[config.mk]
export PLATFORM = sky130hd
export DESIGN_NAME = ppu_vec_top
export DESIGN_NICKNAME = d
export VERILOG_FILES = /design/src/hdl/ppu_pkg.sv /design/src/hdl/posit_decode.sv /design/src/hdl/fir_mul.sv /design/src/hdl/fir_to_posit.sv /design/src/hdl/ppu_lane.sv /design/src/hdl/op_dispatch.sv /design/src/hdl/result_collect.sv /design/src/hdl/ppu_vec_top.sv
export VERILOG_INCLUDE_DIRS = /design/src /design/src/hdl
export SDC_FILE = /design/constraint.sdc
export NUM_CORES = 1
export LEC_CHECK = 0
export ABC_AREA = 1
export BUFFER_PORTS_ARGS = -buffer_cell sky130_fd_sc_hd__buf_2
export CORE_MARGIN = 2
export CORE_UTILIZATION = 69
export CTS_BUF_LIST = sky130_fd_sc_hd__clkbuf_4
export DETAILED_ROUTE_END_ITERATION = 10
export GPL_TIMING_DRIVEN = 0
export PLACE_DENSITY_LB_ADDON = 0.12
export REMOVE_ABC_BUFFERS = 1
export SYNTH_ARGS = -nofsm -noshare
export SYNTH_HDL_FRONTEND = slang
export SYNTH_SLANG_ARGS = --single-unit
export TNS_END_PERCENT = 100
[constraint.sdc]
create_clock -name clk_i -period 20.1 [get_ports clk_i]
set_clock_uncertainty 0.05 [all_clocks]
set_input_delay 6.03 -clock clk_i [delete_from_list [all_inputs] [get_ports clk_i]]
set_output_delay 6.03 -clock clk_i [all_outputs]
set_load 0.01 [all_outputs]
[src/hdl/ppu_defines.svh]
`ifndef PPU_DEFINES_SVH
`define PPU_DEFINES_SVH

// the posit format uses 8-bit words with no exponent field.
`define PPU_N 8
`define PPU_ES 0

// number of independent lanes in one vector command.
`define PPU_LANES 4

// signed total exponent, wide enough for a normalized product of two posits.
`define PPU_TE_BITS 6

// decoded fraction width, the hidden bit included.
`define PPU_FRAC_BITS 6

// product fraction bits kept below the leading one.
`define PPU_FRAC_FULL_BITS 10

`endif

[src/hdl/ppu_pkg.sv]
`include "ppu_defines.svh"

package ppu_pkg;

  typedef logic [`PPU_N-1:0] posit_t;
  typedef posit_t [`PPU_LANES-1:0] posit_vec_t;
  typedef logic signed [`PPU_TE_BITS-1:0] exponent_t;

  // the two special encodings of a posit.
  localparam posit_t POSIT_ZERO = '0;
  localparam posit_t POSIT_NAR = {1'b1, {(`PPU_N-1){1'b0}}};

  // total exponent of maxpos; minpos sits at its negative.
  localparam int MAX_TE = (`PPU_N - 2) << `PPU_ES;

  typedef enum logic {
    OP_MUL = 1'b0,
    OP_SQR = 1'b1
  } ppu_op_e;

  typedef struct packed {
    logic                      sign;
    exponent_t                 total_exp;
    logic [`PPU_FRAC_BITS-1:0] frac;
    logic                      is_zero;
    logic                      is_nar;
  } fir_t;

  // frac_full holds only the bits below the leading one.
  typedef struct packed {
    logic                           sign;
    exponent_t                      total_exp;
    logic [`PPU_FRAC_FULL_BITS-1:0] frac_full;
  } long_fir_t;

  typedef struct packed {
    long_fir_t long_fir;
    logic      frac_truncated;
    logic      is_zero;
    logic      is_nar;
  } ops_out_meta_t;

  typedef struct packed {
    posit_t a;
    posit_t b;
  } lane_operands_t;

endpackage

[src/hdl/posit_decode.sv]
`timescale 1ns/1ns
`include "ppu_defines.svh"

module posit_decode
  import ppu_pkg::*;
(
  input  posit_t posit_i,
  output fir_t   fir_o
);

  localparam int BODY_BITS = `PPU_N - 1;
  localparam int RUN_BITS = $clog2(`PPU_N);
  localparam int SHIFT_BITS = RUN_BITS + 1;

  posit_t                abs_val;
  logic [BODY_BITS-1:0]  body;
  logic [BODY_BITS-1:0]  tail;
  logic [RUN_BITS-1:0]   run_len;
  logic                  running;
  exponent_t             run_exp;

  // the negative code 0x80 maps onto itself and is caught by the NaR flag.
  assign abs_val = posit_i[`PPU_N-1] ? -posit_i : posit_i;
  assign body = abs_val[BODY_BITS-1:0];

  // count the regime run, which starts right below the sign bit.
  always_comb begin
    run_len = RUN_BITS'(1);
    running = 1'b1;
    for (int i = BODY_BITS - 2; i >= 0; i--) begin
      if (running && (body[i] == body[BODY_BITS-1])) begin
        run_len = run_len + 1'b1;
      end else begin
        running = 1'b0;
      end
    end
  end

  // with no exponent field the total exponent is the regime value k.
  assign run_exp = exponent_t'(run_len);

  // dropping the run and its terminator leaves the fraction left-aligned.
  assign tail = body << (SHIFT_BITS'(run_len) + 1'b1);

  assign fir_o.sign = posit_i[`PPU_N-1];
  assign fir_o.total_exp = body[BODY_BITS-1] ? run_exp - exponent_t'(1) : -run_exp;
  assign fir_o.frac = {1'b1, tail[BODY_BITS-1 -: `PPU_FRAC_BITS-1]};
  assign fir_o.is_zero = (posit_i == POSIT_ZERO);
  assign fir_o.is_nar = (posit_i == POSIT_NAR);

endmodule

[src/hdl/fir_mul.sv]
`timescale 1ns/1ns
`include "ppu_defines.svh"

module fir_mul
  import ppu_pkg::*;
(
  input  fir_t          a_i,
  input  fir_t          b_i,
  output ops_out_meta_t ops_result_o
);

  localparam int PROD_BITS = 2 * `PPU_FRAC_BITS;
  localparam int FULL_BITS = `PPU_FRAC_FULL_BITS;

  logic [PROD_BITS-1:0] frac_prod;
  exponent_t            exp_sum;
  long_fir_t            prod_fir;
  logic                 truncated;

  // both fractions lie in [1, 2), so the product lies in [1, 4).
  assign frac_prod = a_i.frac * b_i.frac;
  assign exp_sum = a_i.total_exp + b_i.total_exp;

  always_comb begin
    prod_fir.sign = a_i.sign ^ b_i.sign;
    if (frac_prod[PROD_BITS-1]) begin
      // a product of 2 or more has its leading one one place higher.
      prod_fir.total_exp = exp_sum + exponent_t'(1);
      prod_fir.frac_full = frac_prod[PROD_BITS-2 -: FULL_BITS];
      truncated = |frac_prod[PROD_BITS-2-FULL_BITS:0];
    end else begin
      // every bit below the leading one fits into frac_full here.
      prod_fir.total_exp = exp_sum;
      prod_fir.frac_full = frac_prod[PROD_BITS-3 -: FULL_BITS];
      truncated = 1'b0;
    end
  end

  assign ops_result_o.long_fir = prod_fir;
  assign ops_result_o.frac_truncated = truncated;
  assign ops_result_o.is_zero = a_i.is_zero | b_i.is_zero;
  assign ops_result_o.is_nar = a_i.is_nar | b_i.is_nar;

endmodule

[src/hdl/fir_to_posit.sv]
`timescale 1ns/1ns
`include "ppu_defines.svh"

module fir_to_posit
  import ppu_pkg::*;
(
  input  ops_out_meta_t ops_result_i,
  output posit_t        posit_o
);

  localparam int BODY_BITS = `PPU_N - 1;
  localparam int FULL_BITS = `PPU_FRAC_FULL_BITS;
  // two seed bits, the fraction, and room for the longest regime shift.
  localparam int EXT_BITS = 2 + FULL_BITS + MAX_TE;
  localparam int SHIFT_BITS = $clog2(MAX_TE + 1);
  localparam logic [BODY_BITS-1:0] MAG_MAX = '1;
  localparam logic [BODY_BITS-1:0] MAG_MIN = BODY_BITS'(1);

  long_fir_t                   fir;
  logic                        te_nonneg;
  logic                        te_above;
  logic                        te_below;
  logic [SHIFT_BITS-1:0]       run_shift;
  logic signed [EXT_BITS-1:0]  ext_init;
  logic signed [EXT_BITS-1:0]  ext;
  logic [BODY_BITS-1:0]        mag;
  logic                        round_bit;
  logic                        sticky_bit;
  logic                        round_up;
  logic [BODY_BITS-1:0]        mag_rounded;
  logic [BODY_BITS-1:0]        mag_sat;
  posit_t                      posit_signed;

  assign fir = ops_result_i.long_fir;

  assign te_nonneg = ~fir.total_exp[`PPU_TE_BITS-1];
  assign te_above = fir.total_exp > exponent_t'(MAX_TE);
  assign te_below = fir.total_exp < -exponent_t'(MAX_TE);

  // a regime of k >= 0 is k+1 ones then a zero, k < 0 is -k zeros then a one.
  // the seed holds the first run bit and the terminator, and an arithmetic
  // shift stretches the run to its full length. for negative k the shift
  // is -k-1, which is the bitwise inverse of k.
  assign run_shift = te_nonneg ? fir.total_exp[SHIFT_BITS-1:0] :
                                 ~fir.total_exp[SHIFT_BITS-1:0];
  assign ext_init = {te_nonneg, ~te_nonneg, fir.frac_full, {MAX_TE{1'b0}}};
  assign ext = ext_init >>> run_shift;

  // the top bits form the unsigned magnitude and the rest feed the rounding.
  assign mag = ext[EXT_BITS-1 -: BODY_BITS];
  assign round_bit = ext[EXT_BITS-1-BODY_BITS];
  assign sticky_bit = (|ext[EXT_BITS-2-BODY_BITS:0]) | ops_result_i.frac_truncated;

  // nearest even on the bit pattern; maxpos is never incremented into NaR.
  assign round_up = round_bit & (sticky_bit | mag[0]) & (mag != MAG_MAX);
  assign mag_rounded = mag + BODY_BITS'(round_up);

  // out of range exponents clamp to maxpos or minpos and never to NaR or zero.
  always_comb begin
    if (te_above) begin
      mag_sat = MAG_MAX;
    end else if (te_below) begin
      mag_sat = MAG_MIN;
    end else begin
      mag_sat = mag_rounded;
    end
  end

  assign posit_signed = fir.sign ? -{1'b0, mag_sat} : {1'b0, mag_sat};

  // special operands win over the computed value, and NaR wins over zero.
  always_comb begin
    if (ops_result_i.is_nar) begin
      posit_o = POSIT_NAR;
    end else if (ops_result_i.is_zero) begin
      posit_o = POSIT_ZERO;
    end else begin
      posit_o = posit_signed;
    end
  end

endmodule

[src/hdl/ppu_lane.sv]
`timescale 1ns/1ns

module ppu_lane
  import ppu_pkg::*;
(
  input  logic           clk_i,
  input  logic           reset_i,
  input  logic           valid_i,
  input  lane_operands_t operands_i,
  output posit_t         result_o,
  output logic           valid_o
);

  fir_t          fir_a;
  fir_t          fir_b;
  ops_out_meta_t product;
  posit_t        result_d;

  posit_decode decode_a (
    .posit_i (operands_i.a),
    .fir_o   (fir_a)
  );

  posit_decode decode_b (
    .posit_i (operands_i.b),
    .fir_o   (fir_b)
  );

  fir_mul mul0 (
    .a_i          (fir_a),
    .b_i          (fir_b),
    .ops_result_o (product)
  );

  fir_to_posit encode0 (
    .ops_result_i (product),
    .posit_o      (result_d)
  );

  always_ff @(posedge clk_i) begin
    if (reset_i) begin
      valid_o <= 1'b0;
    end else begin
      valid_o <= valid_i;
    end
  end

  // the result register only loads for a live command.
  always_ff @(posedge clk_i) begin
    if (valid_i) begin
      result_o <= result_d;
    end
  end

endmodule

[src/hdl/op_dispatch.sv]
`timescale 1ns/1ns
`include "ppu_defines.svh"

module op_dispatch
  import ppu_pkg::*;
(
  input  logic           clk_i,
  input  logic           reset_i,
  input  logic           valid_i,
  input  ppu_op_e        op_i,
  input  posit_vec_t     a_i,
  input  posit_vec_t     b_i,
  output lane_operands_t lane_ops_o [`PPU_LANES],
  output logic           valid_o
);

  always_ff @(posedge clk_i) begin
    if (reset_i) begin
      valid_o <= 1'b0;
    end else begin
      valid_o <= valid_i;
    end
  end

  // a square reuses a as the second operand, so b_i is ignored then.
  always_ff @(posedge clk_i) begin
    if (valid_i) begin
      for (int i = 0; i < `PPU_LANES; i++) begin
        lane_ops_o[i].a <= a_i[i];
        lane_ops_o[i].b <= (op_i == OP_SQR) ? a_i[i] : b_i[i];
      end
    end
  end

endmodule

[src/hdl/result_collect.sv]
`timescale 1ns/1ns
`include "ppu_defines.svh"

module result_collect
  import ppu_pkg::*;
(
  input  logic       clk_i,
  input  logic       reset_i,
  input  posit_vec_t lane_results_i,
  input  logic       lane_valid_i,
  output posit_vec_t result_o,
  output logic       valid_o,
  output logic       nar_o
);

  logic any_nar;

  always_comb begin
    any_nar = 1'b0;
    for (int i = 0; i < `PPU_LANES; i++) begin
      any_nar = any_nar | (lane_results_i[i] == POSIT_NAR);
    end
  end

  // nar_o is qualified by the valid so it only marks a live vector.
  always_ff @(posedge clk_i) begin
    if (reset_i) begin
      valid_o <= 1'b0;
      nar_o <= 1'b0;
    end else begin
      valid_o <= lane_valid_i;
      nar_o <= lane_valid_i & any_nar;
    end
  end

  always_ff @(posedge clk_i) begin
    if (lane_valid_i) begin
      result_o <= lane_results_i;
    end
  end

endmodule

[src/hdl/ppu_vec_top.sv]
`timescale 1ns/1ns
`include "ppu_defines.svh"

module ppu_vec_top
  import ppu_pkg::*;
(
  input  logic       clk_i,
  input  logic       reset_i,
  input  logic       valid_i,
  input  ppu_op_e    op_i,
  input  posit_vec_t a_i,
  input  posit_vec_t b_i,
  output posit_vec_t result_o,
  output logic       valid_o,
  output logic       nar_o
);

  lane_operands_t        lane_ops [`PPU_LANES];
  logic                  dispatch_valid;
  posit_vec_t            lane_results;
  logic [`PPU_LANES-1:0] lane_valid;

  op_dispatch dispatch0 (
    .clk_i      (clk_i),
    .reset_i    (reset_i),
    .valid_i    (valid_i),
    .op_i       (op_i),
    .a_i        (a_i),
    .b_i        (b_i),
    .lane_ops_o (lane_ops),
    .valid_o    (dispatch_valid)
  );

  for (genvar g = 0; g < `PPU_LANES; g++) begin : g_lane
    ppu_lane lane0 (
      .clk_i      (clk_i),
      .reset_i    (reset_i),
      .valid_i    (dispatch_valid),
      .operands_i (lane_ops[g]),
      .result_o   (lane_results[g]),
      .valid_o    (lane_valid[g])
    );
  end

  // all lanes run in lockstep, so their valid bits always agree.
  result_collect collect0 (
    .clk_i          (clk_i),
    .reset_i        (reset_i),
    .lane_results_i (lane_results),
    .lane_valid_i   (&lane_valid),
    .result_o       (result_o),
    .valid_o        (valid_o),
    .nar_o          (nar_o)
  );

endmodule

==> results.cfg <==
[setup_path]
path_class = register to register
crit_fanout = 22
critPathMaxStageDelay_ps = 550
required_ps = 20350
crit_buf_inv = 9
cp_common_cell = nand2_1
worstSetupEndpointType = register
critical_path.top_delay_family = simple AND/OR/NAND/NOR gates
cp-start-kind = register
crit_path_top_delay_cell = fa_1
cp_data_arrival_time_ps = 10540

[clocking]
cts.clk_slew.worst_paths_ps = 110
postCtsSetupBuffers = 0
insertion_delay_ps = 560
cts-root-buf = clkbuf_4
cts_tree = done
htreeDepth = 4
cts_buffers = 17
cts.sinks = 132
cts_resized = 0
cts_buffer_depth = 2
cts.hold.buffers_added = 0

[global_route]
grt_pass1_wl_um = 70200
gr-total-overflow = 0
antenna_found_initial = 1
grt_max_degree = 66
grt_use_total = 0.292
grt_pass1_vias = 16100

[status]
status = complete, no violations

[die]
die_area_um2 = 28200
row_count = 59
start_util = 0.707
coreArea_um2 = 26200
die_x_um = 168
ioPinCount = 102
dieHeight_um = 168

[timing]
relSlewSlack = 0.395
finalCriticalPeriod_ps = 10280
hold_viol_final = 0
post-route-period-util = 0.512
tns_ps = 0
slew_violations = 0
setup_viol = 0
fmax_ghz = 0.0973
tightest_slew_ps = 907
rsz0062_at_grt = no

[place]
hpwl_um = 33400
gp_congestion = 0.966
portBuffers = 101

[layout]
syn_to_final_growth_pct = 5.77
fillers = 2087
drive_above_1_share = 0.128
final_nets = 3020
final_common_cell = nand2_1
final_cell_mix = nand2_1, inv_1, nand3_1, nor2_1, ha_1

[synthesis]
synth_cells = 2639
ys_seq_elements = 132
synth-async-reset-ratio = 0
ys_types = 75
yosys_warnings = 0
synth_area_um2 = 18500
synth.avg_cell_area_um2 = 7.02
synth_ff_type = edfxtp_1
synth_enable_flop_cells = 128
ys_seq_area_frac = 0.212

[route]
vias_per_cell = 5.52
drtAntennaViolNets = 0
first_pass_iters = 6
via_count = 17000
route.detailed.drc = 0
routed_wl_um = 40400
avgRoutedWirePerCell_um = 13.1
drt-initial-drc-count = 1171

[job]
cap_violations = 0

[worst_hold_path]
hold_class = register to register
## metal layers
layer  global-route usage  vias to the layer above  part of all wire
met1                0.375                     7799              0.44
li1                     -                     8705                 -
met3               0.0376                       59             0.050
met4               0.0730                        0             0.018
met5                    0                        -                 0
met2                0.523                      419              0.49
## logic make-up (layout without fill, tap and decap cells)
logic type,Yosys count,in the layout,share of synthesized area
simple gates,1318,1318,0.329
buf+inv,498,601,0.106
compound gates,316,316,0.0960
fa+ha+maj,223,223,0.180
flops,132,132,0.212
xor+xnor,113,113,0.0550
mux,39,39,0.0232
other cells,0,1,0
## worst paths after layout
check,startpoint,end,slack [ps],cells past startpoint
hold / removal,g_lane[1].lane0.result_o[7]$_SDFFCE_PP1P_,collect0.result_o[15]$_DFFE_PP_,410,0
hold reg to reg,g_lane[1].lane0.result_o[7]$_SDFFCE_PP1P_,collect0.result_o[15]$_DFFE_PP_,410,0
setup / recovery,dispatch0.lane_ops_o[48]$_DFFE_PP_,g_lane[0].lane0.result_o[6]$_SDFFCE_PP0P_,9820,58
setup reg to reg,dispatch0.lane_ops_o[48]$_DFFE_PP_,g_lane[0].lane0.result_o[6]$_SDFFCE_PP0P_,9820,58
## final cells by class
type / count / area [µm²] / share of cell area
diodes: 1 / 2.50 / 0.000128
clock buffers: 20 / 150 / 0.00766
clock inverters: 12 / 185 / 0.00945
inverters: 468 / 1760 / 0.0898
multi-input cells: 2009 / 12600 / 0.645
flip-flops and latches: 132 / 3930 / 0.200
well taps: 335 / 419 / 0.0214
repair buffers: 101 / 508 / 0.0259
## Yosys cell counts, drive strengths merged, types with 3 or more instances
master / n / area (µm²)
or2: 9 / 56.3
a22oi: 3 / 22.5
a21o: 3 / 22.5
o21a: 3 / 22.5
buf: 27 / 188
dfxtp: 4 / 80.1
a21boi: 3 / 22.5
edfxtp: 128 / 3840
and2: 4 / 27.5
mux2i: 7 / 70.1
o21ai: 182 / 937
nand2: 756 / 3120
mux2: 32 / 360
a21oi: 73 / 377
clkbuf: 3 / 11.3
o21bai: 5 / 37.5
xor2: 80 / 716
xnor2: 33 / 304
nand3: 229 / 1280
inv: 467 / 1760
fa: 72 / 1440
nand4: 35 / 240
nor2: 231 / 1000
nand3b: 17 / 128
a31oi: 9 / 56.3
nor4: 10 / 62.6
o211ai: 19 / 148
ha: 151 / 1890
nor3: 21 / 136
## stage by stage
stage          std cells  utilization  hold WS, ps  area [µm²]  worst slack (ps)
5_1_grt             3078        0.748          424       19600              8740
3_3_place_gp        3045        0.735          381       19300             10240
4_1_cts             3077        0.748          415       19600              9910
2_1_floorplan       2609            -          376       18300             11260
3_5_place_dp        3045        0.735          391       19300              9960
6_report            3078        0.748          412       19600              9820
## sequential cells by signal, summed over array words and instances, names as in the netlist
signal,cells
dispatch0.valid_o,1
g_lane.lane0.valid_o,1
collect0.nar_o,1
g_lane.lane0.result_o,32
dispatch0.lane_ops_o,64
collect0.result_o,32
collect0.valid_o,1
## worst reg2reg max path: cells and delay by family (launching register included)
kind                       cells  cell delay [ps]
adders and majority gates      9             3170
buffers and inverters          9              800
AOI/OAI and AO/OA              7             1340
xor gates and xnor gates       1              320
and+or+nand+nor               32             3840
DFF                            1              480
Power is not shown: default switching activity piles up to over one toggle a cycle in this logic, so the estimate is an artifact.
